## src/verilog/ahb_pkg.sv

```systemverilog
/*
 * AHB protocol encodings
 * Transfer type, burst type and response as enums, plus the size type
 */

package ahb_pkg;

  // ----------------------------------------
  // Transfer type (HTRANS)
  // ----------------------------------------
  typedef enum logic [1:0] {
    IDLE   = 2'b00,  // No transfer
    BUSY   = 2'b01,  // Master inserting wait in burst
    NONSEQ = 2'b10,  // First beat or single
    SEQ    = 2'b11   // Later beats of a burst
  } htrans_e;

  // ----------------------------------------
  // Burst type (HBURST)
  // ----------------------------------------
  typedef enum logic [2:0] {
    SINGLE = 3'b000,  // Single transfer
    INCR   = 3'b001,  // Undefined length incrementing
    WRAP4  = 3'b010,
    INCR4  = 3'b011,
    WRAP8  = 3'b100,
    INCR8  = 3'b101,
    WRAP16 = 3'b110,
    INCR16 = 3'b111
  } hburst_e;

  // ----------------------------------------
  // Slave response (HRESP)
  // ----------------------------------------
  typedef enum logic [1:0] {
    OKAY  = 2'b00,
    ERROR = 2'b01,
    RETRY = 2'b10,  // Two-cycle, master retries
    SPLIT = 2'b11   // Two-cycle, arbiter parks master
  } hresp_e;

  // Transfer size, bytes = 2**hsize
  typedef logic [2:0] hsize_t;

endpackage

```

## src/verilog/instg_pkg.sv

```systemverilog
/*
 * Input stage bundles
 * Control fields of one AHB transfer and the downstream slave response
 */

package instg_pkg;

  // ----------------------------------------
  // Transfer control bundle
  // ----------------------------------------
  // Address and master number stay outside, their widths are parameters
  typedef struct packed {
    logic             write;     // 1 = write
    ahb_pkg::hsize_t  size;      // Transfer size
    ahb_pkg::hburst_e burst;     // Burst type
    logic [3:0]       prot;      // Protection bits
    logic             mastlock;  // Locked sequence
  } ahb_ctrl_t;

  // ----------------------------------------
  // Downstream response
  // ----------------------------------------
  typedef struct packed {
    logic            readyout;  // Slave HREADYOUT
    ahb_pkg::hresp_e resp;      // Slave HRESP
  } slv_resp_t;

endpackage

```

## src/verilog/ahb_hold_reg.sv

```systemverilog
/*
 * AHB input stage holding register
 * Parks an accepted transfer the output stage could not take, keeps the
 * pending flag, raises the held-transfer request and muxes direct or held path
 */

`timescale 1ns/10ps

module ahb_hold_reg #(
  parameter int ADDR_W   = 32,  // Address width
  parameter int MASTER_W = 4    // Master number width
) (
  input  logic                HCLK,
  input  logic                HRESETn,
  // Upstream address phase
  input  logic                hsel_s,
  input  logic [ADDR_W-1:0]   haddr_s,
  input  ahb_pkg::htrans_e    htrans_s,
  input  instg_pkg::ahb_ctrl_t hctrl_s,
  input  logic [MASTER_W-1:0] hmaster_s,
  input  logic                hready_s,
  // Output stage status
  input  logic                active_ip,  // Output stage serving this port
  input  logic                readyout,   // Downstream slave ready
  // Results
  output logic                load,       // Valid transfer accepted
  output logic                pend,       // Transfer parked
  output logic                held_tran_ip,
  output logic                sel_ip,
  output logic [ADDR_W-1:0]   addr_ip,
  output ahb_pkg::htrans_e    trans_int,  // Before burst rewrite
  output ahb_pkg::htrans_e    trans_b,    // Trans of presented transfer
  output instg_pkg::ahb_ctrl_t ctrl_int,  // Before burst rewrite
  output logic [MASTER_W-1:0] master_ip
);

  logic                 pend_next;
  ahb_pkg::htrans_e     reg_trans;   // Parked transfer type
  logic [ADDR_W-1:0]    reg_addr;
  instg_pkg::ahb_ctrl_t reg_ctrl;
  logic [MASTER_W-1:0]  reg_master;

  // ----------------------------------------
  // Accept and pending flag
  // ----------------------------------------

  // Selected, NONSEQ or SEQ, and upstream ready
  assign load = hsel_s & htrans_s[1] & hready_s;

  // Set when accepted but output stage busy
  // Clear once driven downstream and slave ready
  always_comb
  begin
    if (load && !active_ip)
      pend_next = 1'b1;
    else if (active_ip && readyout)
      pend_next = 1'b0;
    else
      pend_next = pend;
  end

  always_ff @(posedge HCLK)
  begin
    if (!HRESETn)
      pend <= 1'b0;
    else
      pend <= pend_next;
  end

  // Request to arbitration, direct or held
  assign held_tran_ip = load | pend;

  // ----------------------------------------
  // Holding register
  // ----------------------------------------
  // Captures every accepted transfer, only used while pend is set
  always_ff @(posedge HCLK)
  begin
    if (load)
    begin
      reg_trans  <= htrans_s;
      reg_addr   <= haddr_s;
      reg_ctrl   <= hctrl_s;
      reg_master <= hmaster_s;
    end
  end

  // ----------------------------------------
  // Direct / held path mux
  // ----------------------------------------
  always_comb
  begin
    if (!pend)
    begin
      sel_ip    = hsel_s;     // Straight through
      addr_ip   = haddr_s;
      trans_int = htrans_s;
      ctrl_int  = hctrl_s;
      master_ip = hmaster_s;
      trans_b   = htrans_s;
    end
    else
    begin
      sel_ip    = 1'b1;             // Replay always selected
      addr_ip   = reg_addr;
      trans_int = ahb_pkg::NONSEQ;  // Replay starts fresh
      ctrl_int  = reg_ctrl;
      master_ip = reg_master;
      trans_b   = reg_trans;        // Original type, for burst fixup
    end
  end

endmodule

```

## src/verilog/ahb_resp_mux.sv

```systemverilog
/*
 * AHB input stage response mux
 * Tracks the data phase and picks the upstream ready and response
 */

`timescale 1ns/10ps

module ahb_resp_mux (
  input  logic                 HCLK,
  input  logic                 HRESETn,
  input  logic                 hsel_s,
  input  logic                 hready_s,
  input  ahb_pkg::htrans_e     htrans_s,
  input  logic                 pend,         // Transfer parked in stage
  input  instg_pkg::slv_resp_t slv_resp,     // From downstream slave
  output logic                 hreadyout_s,
  output ahb_pkg::hresp_e      hresp_s
);

  logic addr_valid;  // Address phase of valid transfer here
  logic data_valid;  // Data phase of valid transfer here

  assign addr_valid = hsel_s & htrans_s[1];

  // Advances with the upstream bus pipeline
  always_ff @(posedge HCLK)
  begin
    if (!HRESETn)
      data_valid <= 1'b0;
    else if (hready_s)
      data_valid <= addr_valid;
  end

  // ----------------------------------------
  // Ready and response select
  // ----------------------------------------
  always_comb
  begin
    if (!data_valid)
    begin
      hreadyout_s = 1'b1;  // Not ours, or IDLE/BUSY
      hresp_s     = ahb_pkg::OKAY;
    end
    else if (pend)
    begin
      hreadyout_s = 1'b0;  // Stall while held
      hresp_s     = ahb_pkg::OKAY;
    end
    else
    begin
      hreadyout_s = slv_resp.readyout;
      hresp_s     = slv_resp.resp;
    end
  end

endmodule

```

## src/verilog/ahb_burst_term.sv

```systemverilog
/*
 * AHB input stage early burst termination
 * Keeps the burst override state and wrap boundary flag, and rewrites
 * HTRANS and HBURST so an interrupted burst stays legal downstream
 */

`timescale 1ns/10ps

module ahb_burst_term #(
  parameter int ADDR_W = 32  // Address width, 7 or more
) (
  input  logic              HCLK,
  input  logic              HRESETn,
  // Upstream address phase
  input  logic [ADDR_W-1:0] haddr_s,
  input  ahb_pkg::htrans_e  htrans_s,
  input  ahb_pkg::hsize_t   hsize_s,
  input  ahb_pkg::hburst_e  hburst_s,
  input  logic              hready_s,
  // From holding register
  input  logic              load,
  input  logic              active_ip,
  input  ahb_pkg::htrans_e  trans_b,    // Type of presented transfer
  input  ahb_pkg::htrans_e  trans_int,  // Muxed trans
  input  ahb_pkg::hburst_e  burst_int,  // Muxed burst
  // To output stage
  output ahb_pkg::htrans_e  trans_ip,
  output ahb_pkg::hburst_e  burst_ip
);

  logic       override;       // Burst was cut by output stage
  logic       override_next;
  logic [3:0] offset_addr;    // Beat number within 16 beats
  logic [3:0] check_addr;     // Offset masked by wrap length
  logic       bound;          // Last beat before wrap seen
  logic       bound_next;
  logic       bound_en;

  // ----------------------------------------
  // Burst override state
  // ----------------------------------------
  always_comb
  begin
    if (htrans_s == ahb_pkg::NONSEQ || htrans_s == ahb_pkg::IDLE)
      override_next = 1'b0;             // New burst or end of burst
    else if (htrans_s == ahb_pkg::SEQ && load && !active_ip)
      override_next = 1'b1;             // Burst interrupted mid-way
    else
      override_next = override;
  end

  always_ff @(posedge HCLK)
  begin
    if (!HRESETn)
      override <= 1'b0;
    else if (hready_s)
      override <= override_next;
  end

  // ----------------------------------------
  // Wrap boundary detection
  // ----------------------------------------
  always_comb
  begin
    case (hsize_s)
      3'd0:    offset_addr = haddr_s[3:0];  // Byte
      3'd1:    offset_addr = haddr_s[4:1];  // Halfword
      3'd2:    offset_addr = haddr_s[5:2];  // Word
      3'd3:    offset_addr = haddr_s[6:3];  // Doubleword
      default: offset_addr = haddr_s[3:0];  // 128 bits and up, byte slice
    endcase
  end

  // Bits above the wrap length forced high
  always_comb
  begin
    case (hburst_s)
      ahb_pkg::WRAP4:  check_addr = {2'b11, offset_addr[1:0]};
      ahb_pkg::WRAP8:  check_addr = {1'b1, offset_addr[2:0]};
      ahb_pkg::WRAP16: check_addr = offset_addr;
      default:         check_addr = 4'b0000;  // Incrementing never wraps
    endcase
  end

  assign bound_next = &check_addr;
  assign bound_en   = htrans_s[1] & hready_s;  // Active beats only

  always_ff @(posedge HCLK)
  begin
    if (!HRESETn)
      bound <= 1'b0;
    else if (bound_en)
      bound <= bound_next;
  end

  // ----------------------------------------
  // HTRANS / HBURST rewrite
  // ----------------------------------------
  // At the wrap point SEQ -> NONSEQ, BUSY -> IDLE
  assign trans_ip = (override && bound) ? ahb_pkg::htrans_e'({trans_int[1], 1'b0})
                                        : trans_int;

  // Remaining beats carry on as undefined-length burst
  assign burst_ip = (override && trans_b != ahb_pkg::NONSEQ) ? ahb_pkg::INCR
                                                             : burst_int;

endmodule

```

## src/verilog/l1_ahb_input_stage.sv

```systemverilog
/*
 * AHB input stage for a multi-layer interconnect
 * Holds a transfer the output stage cannot take, stalls the master,
 * and keeps interrupted bursts legal on the way downstream
 */

`timescale 1ns/10ps

module l1_ahb_input_stage #(
  parameter int ADDR_W   = 32,  // Address width, 7 or more
  parameter int MASTER_W = 4    // Master number width
) (
  input  logic                 HCLK,
  input  logic                 HRESETn,

  // ----------------------------------------
  // Upstream AHB port
  // ----------------------------------------
  input  logic                 hsel_s,
  input  logic [ADDR_W-1:0]    haddr_s,
  input  ahb_pkg::htrans_e     htrans_s,
  input  instg_pkg::ahb_ctrl_t hctrl_s,
  input  logic [MASTER_W-1:0]  hmaster_s,
  input  logic                 hready_s,
  output logic                 hreadyout_s,
  output ahb_pkg::hresp_e      hresp_s,

  // ----------------------------------------
  // Output stage side
  // ----------------------------------------
  input  logic                 active_ip,     // Output stage serving us
  input  instg_pkg::slv_resp_t slv_resp,
  output logic                 sel_ip,
  output logic [ADDR_W-1:0]    addr_ip,
  output ahb_pkg::htrans_e     trans_ip,
  output instg_pkg::ahb_ctrl_t ctrl_ip,
  output logic [MASTER_W-1:0]  master_ip,
  output logic                 held_tran_ip   // Arbitration request
);

  logic                 load;       // Transfer accepted
  logic                 pend;       // Transfer parked
  ahb_pkg::htrans_e     trans_b;
  ahb_pkg::htrans_e     trans_int;
  instg_pkg::ahb_ctrl_t ctrl_int;
  ahb_pkg::hburst_e     burst_ip;   // Rewritten burst

  ahb_hold_reg #(
    .ADDR_W   (ADDR_W),
    .MASTER_W (MASTER_W)
  ) i_ahb_hold_reg (
    .HCLK         (HCLK),
    .HRESETn      (HRESETn),
    .hsel_s       (hsel_s),
    .haddr_s      (haddr_s),
    .htrans_s     (htrans_s),
    .hctrl_s      (hctrl_s),
    .hmaster_s    (hmaster_s),
    .hready_s     (hready_s),
    .active_ip    (active_ip),
    .readyout     (slv_resp.readyout),
    .load         (load),
    .pend         (pend),
    .held_tran_ip (held_tran_ip),
    .sel_ip       (sel_ip),
    .addr_ip      (addr_ip),
    .trans_int    (trans_int),
    .trans_b      (trans_b),
    .ctrl_int     (ctrl_int),
    .master_ip    (master_ip)
  );

  ahb_resp_mux i_ahb_resp_mux (
    .HCLK        (HCLK),
    .HRESETn     (HRESETn),
    .hsel_s      (hsel_s),
    .hready_s    (hready_s),
    .htrans_s    (htrans_s),
    .pend        (pend),
    .slv_resp    (slv_resp),
    .hreadyout_s (hreadyout_s),
    .hresp_s     (hresp_s)
  );

  // Boundary logic looks at the live upstream size and burst
  ahb_burst_term #(
    .ADDR_W (ADDR_W)
  ) i_ahb_burst_term (
    .HCLK      (HCLK),
    .HRESETn   (HRESETn),
    .haddr_s   (haddr_s),
    .htrans_s  (htrans_s),
    .hsize_s   (hctrl_s.size),
    .hburst_s  (hctrl_s.burst),
    .hready_s  (hready_s),
    .load      (load),
    .active_ip (active_ip),
    .trans_b   (trans_b),
    .trans_int (trans_int),
    .burst_int (ctrl_int.burst),
    .trans_ip  (trans_ip),
    .burst_ip  (burst_ip)
  );

  // Control bundle out, burst field replaced
  always_comb
  begin
    ctrl_ip       = ctrl_int;
    ctrl_ip.burst = burst_ip;
  end

endmodule

```

## config.mk

```make
export PLATFORM = sky130hd
export DESIGN_NAME = l1_ahb_input_stage
export DESIGN_NICKNAME = d
export VERILOG_FILES = /design/src/verilog/ahb_pkg.sv /design/src/verilog/instg_pkg.sv /design/src/verilog/ahb_hold_reg.sv /design/src/verilog/ahb_resp_mux.sv /design/src/verilog/ahb_burst_term.sv /design/src/verilog/l1_ahb_input_stage.sv
export SDC_FILE = /design/constraint.sdc
export NUM_CORES = 1
export LEC_CHECK = 0
export BUFFER_PORTS_ARGS = -buffer_cell sky130_fd_sc_hd__buf_4
export CAP_MARGIN = 10
export CORE_MARGIN = 8
export CORE_UTILIZATION = 35
export CTS_CLUSTER_SIZE = 12
export DETAILED_ROUTE_END_ITERATION = 6
export PLACE_DENSITY = 0.67
export SYNTH_ARGS = -nofsm -noshare
export SYNTH_HDL_FRONTEND = slang
export SYNTH_SLANG_ARGS = --single-unit
```

## constraint.sdc

```tcl
create_clock -name HCLK -period 1.8 [get_ports HCLK]
set_input_delay 0.27 -clock HCLK [delete_from_list [all_inputs] [get_ports HCLK]]
set_output_delay 0.27 -clock HCLK [all_outputs]
set_load 0.02 [all_outputs]
```

==> results.py, run 1 <==
metrics = {
    "power": {
        "switching_share": 0.2459,
        "power_uw": 2613,
        "ir_drop_v": 0.0003071,
        "powerDensity_nw_per_um2": 734.5,
        "p_leak_uw": 0.001425,
        "p_comb_frac": 0.198,
        "p_int_uw": 1970,
        "p_clk_frac": 0.249,
        "power.share.sequential": 0.554,
        "p_switching_uw": 642.5,
    },
    "yosys": {
        "synth.net_count": 224,
        "ys_seq_area_frac": 0.6394,
        "synth_cell_type_count": 33,
        "yosysWarnings": 0,
        "ys_seq_elements": 54,
        "synth_edf_count": 50,
        "syn_area_per_cell_um2": 14.90,
        "ys_async_sr_fraction": 0,
        "synthCells": 166,
        "synthesis.area_um2": 2474,
        "synth_ff_type": "edfxtp_1",
    },
    "timing": {
        "finalCritPeriodShare": 0.9516,
        "fin_tns_setup_ps": 0,
        "grt_setup_unrepaired": "false",
        "fin_hold_ws_ps": 147.4,
        "timing.final.ws_setup_ps": 87.08,
        "worst_pin_slew_ps": 397.0,
        "slew_viol_final": 0,
        "fin_skew_ps": 0,
        "maxSlewHeadroom": 0.7354,
        "clock.fmax_ghz": 0.5838,
        "finalSetupViolCount": 0,
        "finalCriticalPeriod_ps": 1713,
        "hold_violations": 0,
    },
    "floorplan": {
        "die_h_um": 100.1,
        "start_util": 0.3621,
        "io_pins": 113,
        "row_count": 30,
        "die_x_um": 100.1,
        "dieArea_um2": 10010,
        "core_area_um2": 6832,
    },
    "clocking": {
        "tritoncts": "yes",
        "clockRootBuffer": "clkbuf_8",
        "clk_pin_slew_ps": 90,
        "cts_buffer_depth": 2,
        "holdBufCountCts": 0,
        "clock_latency_ps": 300,
        "cts_buffers": 5,
        "clock_sinks": 54,
        "htree_levels": 2,
    },
    "grt": {
        "grt_max_degree": 45,
        "globalRouteTotalUtil": 0.1226,
        "antenna_found_initial": 0,
        "grt_pass1_vias": 1884,
        "overflow": 0,
        "grt_pass1_wl_um": 9798,
    },
    "cells_and_area": {
        "area_delta_synth_final_pct": 43.80,
        "n_antenna_cell": 0,
        "final_common_cell": "buf_4",
        "drive_above_1_share": 0.6113,
        "layout.nets": 340,
        "n_fill_cell": 649,
        "final_cell_mix": "114 x buf_4, 50 x edfxtp_1, 42 x mux2_2",
    },
    "route": {
        "drc": 0,
        "drtIter0Drc": 64,
        "vias": 1791,
        "finalWirelength_um": 6445,
        "viasPerCell": 4.726,
        "ant_nets": 0,
        "wl_per_cell_um": 17.01,
        "dr.pass1.iters": 4,
    },
    "placed_design": {
        "preCtsSetupSlack_ps": 327.6,
        "io_buffers": 112,
        "globalplace.congestion": 0.7338,
        "hpwl_um": 4810,
    },
    "worst_setup_path": {
        "crit_start": "i_ahb_hold_reg.pend$_SDFFE_PN0P_",
        "worst-setup-path-type": "reg2out",
        "cp.arrival_ps": 1440,
        "end_kind": "primary output",
        "startpoint_type": "register",
        "r2r-start": "i_ahb_hold_reg.pend$_SDFFE_PN0P_",
        "cp_max_fo": 7,
        "cp.required_ps": 1530,
    },
    "job": {
        "maxCapViolations": 0,
    },
    "run_status": {
        "status": "finished clean",
    },
    "hold_path": {
        "hold_path.class": "in2reg",
        "hp-start": "haddr_s[23]",
    },
}
==> metrics by stage <==
step                      cell area, um^2    util  std cells
final                                3557  0.5207        379
after floorplan                      2474       -        166
after detailed placement             3435  0.5027        370
after CTS                            3515  0.5145        378
after global placement               3435  0.5027        370
after global routing                 3557  0.5207        379
==> final timing paths <==
| kind | end | slack [ps] | cells past startpoint |
|---|---|---|---|
| worst min-delay path | i_ahb_hold_reg.reg_addr[23]$_DFFE_PP_ | 150 | 1 |
| worst min register to register | i_ahb_burst_term.bound$_SDFFE_PN0P_ | 490 | 2 |
| worst max-delay path | ctrl_ip[5] | 90 | 3 |
| worst max register to register | i_ahb_hold_reg.pend$_SDFFE_PN0P_ | 920 | 3 |
==> repair_timing <==
action | 4_1_cts | 5_1_grt
setup endpoints to repair | 0 | 31
gates resized for setup | 0 | 3
buffers inserted | 0 | 0
==> final cells by class <==
cell class                      instances  area, um^2  share of cell area
Inverter                                8       30.03            0.008442
Multi-Input combinational cell         96       829.5              0.2332
Clock buffer                            8       80.08             0.02251
Sequential cell                        54        1585              0.4457
Timing Repair Buffer                  117       912.1              0.2564
Tap cell                               96       120.1             0.03377
==> state kept, by name, summed over array words and instances, names as in the netlist <==
signal and count:
i_ahb_hold_reg.reg_trans 2, i_ahb_hold_reg.reg_master 4, i_ahb_hold_reg.pend 1, i_ahb_resp_mux.data_valid 1, i_ahb_hold_reg.reg_ctrl 12, i_ahb_burst_term.bound 1
i_ahb_burst_term.override 1, i_ahb_hold_reg.reg_addr 32
==> layer usage <==
layer  track usage  vias up  wire, um
met4       0.02791        0        51
li1              -      856         -
met1        0.1382      863      2577
met2        0.2109       66      3289
met3       0.04983        6       526
met5             0        -         0
==> kinds of logic (layout without fill, tap and decap cells) <==
group / count (synthesis) / count (layout) / synth area share
AOI/OAI and AO/OA: 21 / 21 / 0.06019
xor gates and xnor gates: 1 / 1 / 0.003541
buffers and inverters: 16 / 133 / 0.02984
DFF: 54 / 54 / 0.6394
muxes: 45 / 45 / 0.2033
and+or+nand+nor: 29 / 29 / 0.06373
==> cells in the mapped netlist, types with 2 or more instances <==
master    instances  area [um^2]
a21oi_1           5        25.02
and3b_1           2        17.52
buf_2             5        25.02
clkbuf_1          2        7.510
dfxtp_1           4        80.08
edfxtp_1         50         1501
inv_1             8        30.03
mux2_2           42        473.0
mux2i_1           3        30.03
nand2_1           6        22.52
nand2b_1          2        12.51
nand3_1           3        15.01
nor2_1            8        30.03
nor2b_1           2        12.51
o21ai_0           5        25.02
or2_2             2        12.51
==> worst max-delay path, stage by stage (launching register included) <==
cell and delay [ps]:
dfxtp_4 390, o311a_4 320, a211o_1 270, buf_4 160
==> power groups by stage <==
stage / Sequential (uW) / Combinational (uW) / Clock, uW
final: 1450 / 516 / 650
after global routing: 1450 / 554 / 714
after CTS: 1450 / 520 / 685
after detailed placement: 1480 / 517 / 0
after global placement: 1470 / 510 / 0
after floorplan: 1470 / 249 / 0
(Power assumes the default switching activity.)
==> inputs of run 2 (changes only) <==
--- a/config.mk
+++ b/config.mk
@@ -12,6 +12,7 @@
 export CTS_CLUSTER_SIZE = 12
 export DETAILED_ROUTE_END_ITERATION = 6
 export PLACE_DENSITY = 0.67
+export RECOVER_POWER = 50
 export SYNTH_ARGS = -nofsm -noshare
 export SYNTH_HDL_FRONTEND = slang
 export SYNTH_SLANG_ARGS = --single-unit
==> constraint.sdc (replaced) <==
create_clock -name HCLK -period 1.5 [get_ports HCLK]
set_input_delay 0.225 -clock HCLK [delete_from_list [all_inputs] [get_ports HCLK]]
set_output_delay 0.225 -clock HCLK [all_outputs]
set_load 0.02 [all_outputs]
==> results.py, run 2 (same netlist as run 1, synthesis figures left out) <==
metrics = {
    "power": {
        "p_leak_uw": 0.001386,
        "powerDensity_nw_per_um2": 962.3,
        "p_clk_frac": 0.322,
        "p_switching_uw": 785.9,
        "power_uw": 3469,
        "p_comb_frac": 0.178,
        "ir_drop_v": 0.0007074,
        "power.share.sequential": 0.500,
        "switching_share": 0.2266,
        "p_int_uw": 2683,
    },
    "route": {
        "viasPerCell": 4.681,
        "dr.pass1.iters": 4,
        "ant_nets": 0,
        "vias": 1774,
        "finalWirelength_um": 6128,
        "drtIter0Drc": 117,
        "drc": 0,
        "wl_per_cell_um": 16.17,
    },
    "cells_and_area": {
        "largest-register": "i_ahb_hold_reg.reg_addr",
        "layout.nets": 340,
        "final_cell_mix": "52 x buf_4, 50 x edfxtp_1, 37 x mux2_2",
        "final_common_cell": "buf_4",
        "n_fill_cell": 645,
        "multi_input_area_um2": 853.3,
        "n_antenna_cell": 0,
        "reg_top3": "i_ahb_hold_reg.reg_addr: 32 flops, i_ahb_hold_reg.reg_ctrl: 12 flops, i_ahb_hold_reg.reg_master: 4 flops",
        "area_delta_synth_final_pct": 45.73,
        "seq_area_um2": 1585,
        "drive_above_1_share": 0.5371,
        "post-route-cell-area_um2": 3605,
        "largest_reg_flops": 32,
    },
    "grt": {
        "grt_pass1_vias": 1893,
        "grt_max_degree": 34,
        "grt_pass1_wl_um": 9508,
        "globalRouteTotalUtil": 0.1181,
        "antenna_found_initial": 0,
        "overflow": 0,
    },
    "timing": {
        "finalCriticalPeriod_ps": 1665,
        "timing.final.ws_setup_ps": -165.4,
        "finalSetupViolCount": 47,
        "fin_hold_ws_ps": 122.3,
        "grt_setup_unrepaired": "true",
        "finalCritPeriodShare": 1.110,
        "worst_pin_slew_ps": 387.3,
        "fin_skew_ps": 0,
        "fin_tns_setup_ps": -6393,
        "clock.fmax_ghz": 0.6005,
        "maxSlewHeadroom": 0.7418,
        "hold_violations": 0,
        "slew_viol_final": 0,
    },
    "worst_setup_path": {
        "ff2ff_path_depth": 3,
        "crit_start": "i_ahb_hold_reg.pend$_SDFFE_PN0P_",
        "cp.required_ps": 1270,
        "r2r-start": "i_ahb_hold_reg.pend$_SDFFE_PN0P_",
        "worst-setup-path-type": "reg2out",
        "cp.arrival_ps": 1440,
        "r2r_slack_ps": 630,
        "cp_max_fo": 33,
        "r2r-end": "i_ahb_hold_reg.pend$_SDFFE_PN0P_",
        "startpoint_type": "register",
        "crit_end": "master_ip[2]",
        "end_kind": "primary output",
    },
    "clocking": {
        "clk_pin_slew_ps": 100,
        "clock_sinks": 54,
        "htree_levels": 2,
        "cts_buffer_depth": 2,
        "tritoncts": "yes",
        "cts_buffers": 5,
        "holdBufCountCts": 0,
        "clock_latency_ps": 290,
        "post_cts_buffers": 0,
        "clockRootBuffer": "clkbuf_8",
    },
    "floorplan": {
        "die_h_um": 100.1,
        "io_pins": 113,
        "core_area_um2": 6832,
        "row_count": 30,
        "die_x_um": 100.1,
        "start_util": 0.3621,
        "dieArea_um2": 10010,
    },
    "run_status": {
        "status": "complete, but fails checks",
        "violations": "setup timing",
    },
    "placed_design": {
        "preCtsSetupSlack_ps": 91.59,
        "hpwl_um": 4629,
        "io_buffers": 112,
        "globalplace.congestion": 0.8006,
        "place_area_um2": 3488,
    },
    "job": {
        "maxCapViolations": 0,
    },
    "hold_path": {
        "hp-start": "haddr_s[21]",
        "hold_path.class": "in2reg",
    },
}
run 2: changes by cell type in the layout (fill, tap and decap cells not counted), sizes merged:
cell      previous run  this run
buf                116        66
bufinv               0         2
clkbuf               9        56
clkinv               0         1
clkinvlp             0         1
inv                  8         7
run 2: metal layers:
metal | vias to the layer above | track usage | part of all wire | wire, um
li1 | 859 | - | - | -
met1 | 842 | 0.1459 | 0.45 | 2749
met2 | 68 | 0.1939 | 0.48 | 2933
met3 | 5 | 0.03668 | 0.067 | 408
met4 | 0 | 0.03140 | 0.0062 | 38
met5 | - | 0 | 0 | 0
run 2: final cells by class:
| cell class | count | area share |
|---|---|---|
| Clock buffer | 5 | 0.01909 |
| Sequential cell | 54 | 0.4398 |
| Inverter | 8 | 0.009372 |
| Timing Repair Buffer | 117 | 0.2440 |
| Tap cell | 96 | 0.03332 |
| Clock inverter | 3 | 0.01770 |
| Multi-Input combinational cell | 96 | 0.2367 |
run 2: timing repair:
item,CTS,global route
endpoints found under the hold margin,0,0
endpoints found under the setup margin,52,52
pin swaps,1,2
gates resized for setup,11,8
gates cloned,0,0
run 2: power by group through the flow:
stage | Combinational [uW] | Clock (uW) | Sequential (uW)
after floorplan | 300 | 0 | 1760
after global placement | 625 | 0 | 1770
after detailed placement | 631 | 0 | 1770
after CTS | 645 | 1150 | 1730
after global routing | 660 | 1210 | 1740
final | 616 | 1120 | 1730
run 2: how the worst min path moves through the flow:
stage,endpoint,cells past startpoint,slack (ps)
2_1_floorplan,i_ahb_hold_reg.reg_addr[0]$_DFFE_PP_,0,320
3_3_place_gp,i_ahb_hold_reg.reg_addr[11]$_DFFE_PP_,1,410
3_5_place_dp,i_ahb_hold_reg.reg_ctrl[11]$_DFFE_PP_,1,410
4_1_cts,i_ahb_hold_reg.reg_addr[21]$_DFFE_PP_,1,90
5_1_grt,i_ahb_hold_reg.reg_addr[16]$_DFFE_PP_,1,100
6_report,i_ahb_hold_reg.reg_addr[21]$_DFFE_PP_,1,120
run 2: critical path, stage by stage, from the launching register on:
cell and delay [ps]:
dfxtp_4 410, buf_12 200, mux2_2 360, buf_4 160
run 2: through the flow:
step                      utilization  instances
after CTS                      0.5355        379
after global placement         0.5106        371
after global routing           0.5277        379
after detailed placement       0.5106        371
after floorplan                     -        166
final                          0.5277        379
==> inputs of run 3 (changes only) <==
--- a/config.mk
+++ b/config.mk
@@ -7,12 +7,15 @@
 export LEC_CHECK = 0
 export BUFFER_PORTS_ARGS = -buffer_cell sky130_fd_sc_hd__buf_4
 export CAP_MARGIN = 10
+export CELL_PAD_IN_SITES_DETAIL_PLACEMENT = 1
+export CELL_PAD_IN_SITES_GLOBAL_PLACEMENT = 2
 export CORE_MARGIN = 8
-export CORE_UTILIZATION = 35
+export CORE_UTILIZATION = 27
 export CTS_CLUSTER_SIZE = 12
 export DETAILED_ROUTE_END_ITERATION = 6
-export PLACE_DENSITY = 0.67
+export PLACE_DENSITY = 0.78
 export RECOVER_POWER = 50
+export SLEW_MARGIN = 20
 export SYNTH_ARGS = -nofsm -noshare
 export SYNTH_HDL_FRONTEND = slang
 export SYNTH_SLANG_ARGS = --single-unit
==> results.py, run 3 (same netlist as run 1, synthesis figures left out) <==
metrics = {
    "run_status": {
        "status": "complete, but fails checks",
        "violations": "setup timing",
    },
    "grt": {
        "met3_usage": 0.03355,
        "grt_util_met2": 0.1745,
        "grt_max_degree": 30,
        "use_met1": 0.1264,
        "overflow": 0,
        "grt_pass1_vias": 1992,
        "globalRouteTotalUtil": 0.1047,
        "grt_pass1_wl_um": 10640,
        "grt-busiest-layer": "met2",
        "antenna_found_initial": 0,
    },
    "floorplan": {
        "start_util": 0.2729,
        "die_h_um": 111.7,
        "io_pins": 113,
        "row_count": 35,
        "dieArea_um2": 12480,
        "die_x_um": 111.7,
        "core_area_um2": 9065,
    },
    "cells_and_area": {
        "final_cell_mix": "59 x buf_4, 50 x edfxtp_1, 39 x mux2_2",
        "final_common_cell": "buf_4",
        "reg_top3": "i_ahb_hold_reg.reg_addr: 32 flops, i_ahb_hold_reg.reg_ctrl: 12 flops, i_ahb_hold_reg.reg_master: 4 flops",
        "n_fill_cell": 989,
        "largest_reg_flops": 32,
        "drive_above_1_share": 0.5509,
        "largest-register": "i_ahb_hold_reg.reg_addr",
        "layout.nets": 342,
        "fin_util": 0.3930,
        "area_delta_synth_final_pct": 44.01,
        "instances_no_fill": 396,
        "post-route-cell-area_um2": 3562,
        "n_antenna_cell": 0,
    },
    "worst_setup_path": {
        "crit_slowest_cell": "dfxtp_4",
        "worst-setup-path-type": "reg2out",
        "max_stage_delay_ps": 410,
        "crit_buf_inv": 2,
        "r2r_slack_ps": 650,
        "path_cells": "buf_12, mux2_2, buf_4",
        "r2r-start": "i_ahb_hold_reg.pend$_SDFFE_PN0P_",
        "startpoint_type": "register",
        "cp_max_fo": 21,
        "cp.required_ps": 1270,
        "ff2ff_path_depth": 3,
        "cp.arrival_ps": 1430,
        "r2r-end": "i_ahb_hold_reg.pend$_SDFFE_PN0P_",
        "end_kind": "primary output",
        "path_depth": 3,
        "cpLargestDelayFamily": "flip-flops",
    },
    "power": {
        "powerDensity_nw_per_um2": 879.7,
        "power_uw": 3134,
        "ir_drop_v": 0.0003148,
        "p_leak_uw": 0.001374,
    },
    "route": {
        "dr.pass1.iters": 4,
        "ant_nets": 0,
        "finalWirelength_um": 6681,
        "drtIter0Drc": 78,
        "wl_per_cell_um": 16.87,
        "drc": 0,
        "vias": 1793,
        "viasPerCell": 4.528,
    },
    "job": {
        "maxCapViolations": 0,
    },
    "hold_path": {
        "hold_end": "i_ahb_hold_reg.reg_addr[14]$_DFFE_PP_",
        "hold_depth": 1,
        "hold_path.class": "in2reg",
        "hp-start": "haddr_s[14]",
    },
    "clocking": {
        "clock_sinks": 54,
        "cts_buffer_depth": 2,
        "clockRootBuffer": "clkbuf_8",
        "htree_levels": 2,
        "tritoncts": "yes",
        "cts_buffers": 5,
        "clk_pin_slew_ps": 100,
        "clock_latency_ps": 300,
    },
    "timing": {
        "timing.final.ws_setup_ps": -150.9,
        "finalCritPeriodShare": 1.101,
        "fin_hold_ws_ps": 120.6,
        "maxSlewHeadroom": 0.7239,
        "slew_viol_final": 0,
        "fin_skew_ps": 0,
        "finalSetupViolCount": 47,
        "clock.fmax_ghz": 0.6057,
        "worst_pin_slew_ps": 414.1,
        "hold_violations": 0,
        "finalCriticalPeriod_ps": 1651,
        "grt_setup_unrepaired": "true",
    },
    "placed_design": {
        "place_area_um2": 3502,
        "io_buffers": 112,
        "dp.cells": 387,
        "hpwl_um": 5155,
        "globalplace.congestion": 0.7175,
    },
}
[run 3: cell count changes in the layout (fill, tap and decap cells not counted), moves of 2 or more]
cell / change
buf_4: +7
buf_6: -4
bufinv_16: -2
clkbuf_1: -2
clkbuf_4: +2
mux2_2: +2
mux2_4: -2
nor2_1: -2
or2_2: +2
or2_4: -2
[run 3: power by group]
part           switching (uW)  internal (uW)  total, uW
clock                     462            323        785
sequential               18.2           1720       1730
combinational             312            302        614
[run 3: worst max-delay path by stage]
stage	start	slack (ps)	to
detailed placement	i_ahb_hold_reg.pend$_SDFFE_PN0P_	80	addr_ip[14]
finish	i_ahb_hold_reg.pend$_SDFFE_PN0P_	-150	addr_ip[17]
global route	i_ahb_hold_reg.pend$_SDFFE_PN0P_	-210	addr_ip[10]
floorplan	hsel_s	80	i_ahb_hold_reg.reg_addr[0]$_DFFE_PP_
global placement	htrans_s[1]	120	ctrl_ip[5]
CTS	i_ahb_hold_reg.pend$_SDFFE_PN0P_	-180	addr_ip[24]
[run 3: what timing repair did]
action                                  4_1_cts  5_1_grt
endpoints found under the setup margin       52       52
gates resized for setup                      12        4
pin swaps                                     1        1
cloned                                        0        0
setup buffers                                 1        0
hold buffers                                  0        0
[run 3: through the flow]
step | worst slack [ps] | TNS [ps]
6_report | -150.9 | -5664
5_1_grt | -213.9 | -8895
4_1_cts | -176.8 | -6943
3_5_place_dp | 77.81 | 0
3_3_place_gp | 116.3 | 0
2_1_floorplan | 75.11 | 0
[run 3: worst reg2reg max path, delay by kind of cell, from the launching register on]
family,cells,cell delay [ps]
flops,1,390
buf+inv,1,160
compound gates,1,140
simple gates,1,60
[run 3: area by class of cell]
cell class | instances | area [um^2] | area share
clock buffers | 6 | 72.57 | 0.02037
clock inverters | 2 | 8.758 | 0.002459
inverters | 8 | 31.28 | 0.008781
multi-input cells | 96 | 839.6 | 0.2357
flip-flops and latches | 54 | 1585 | 0.4450
well taps | 111 | 138.9 | 0.03899
repair buffers | 119 | 885.9 | 0.2487
[run 3: layer usage]
layer	share of wire	up-vias
li1	-	862
met1	0.43	869
met2	0.49	58
met3	0.067	4
met4	0.0078	0
met5	0	-
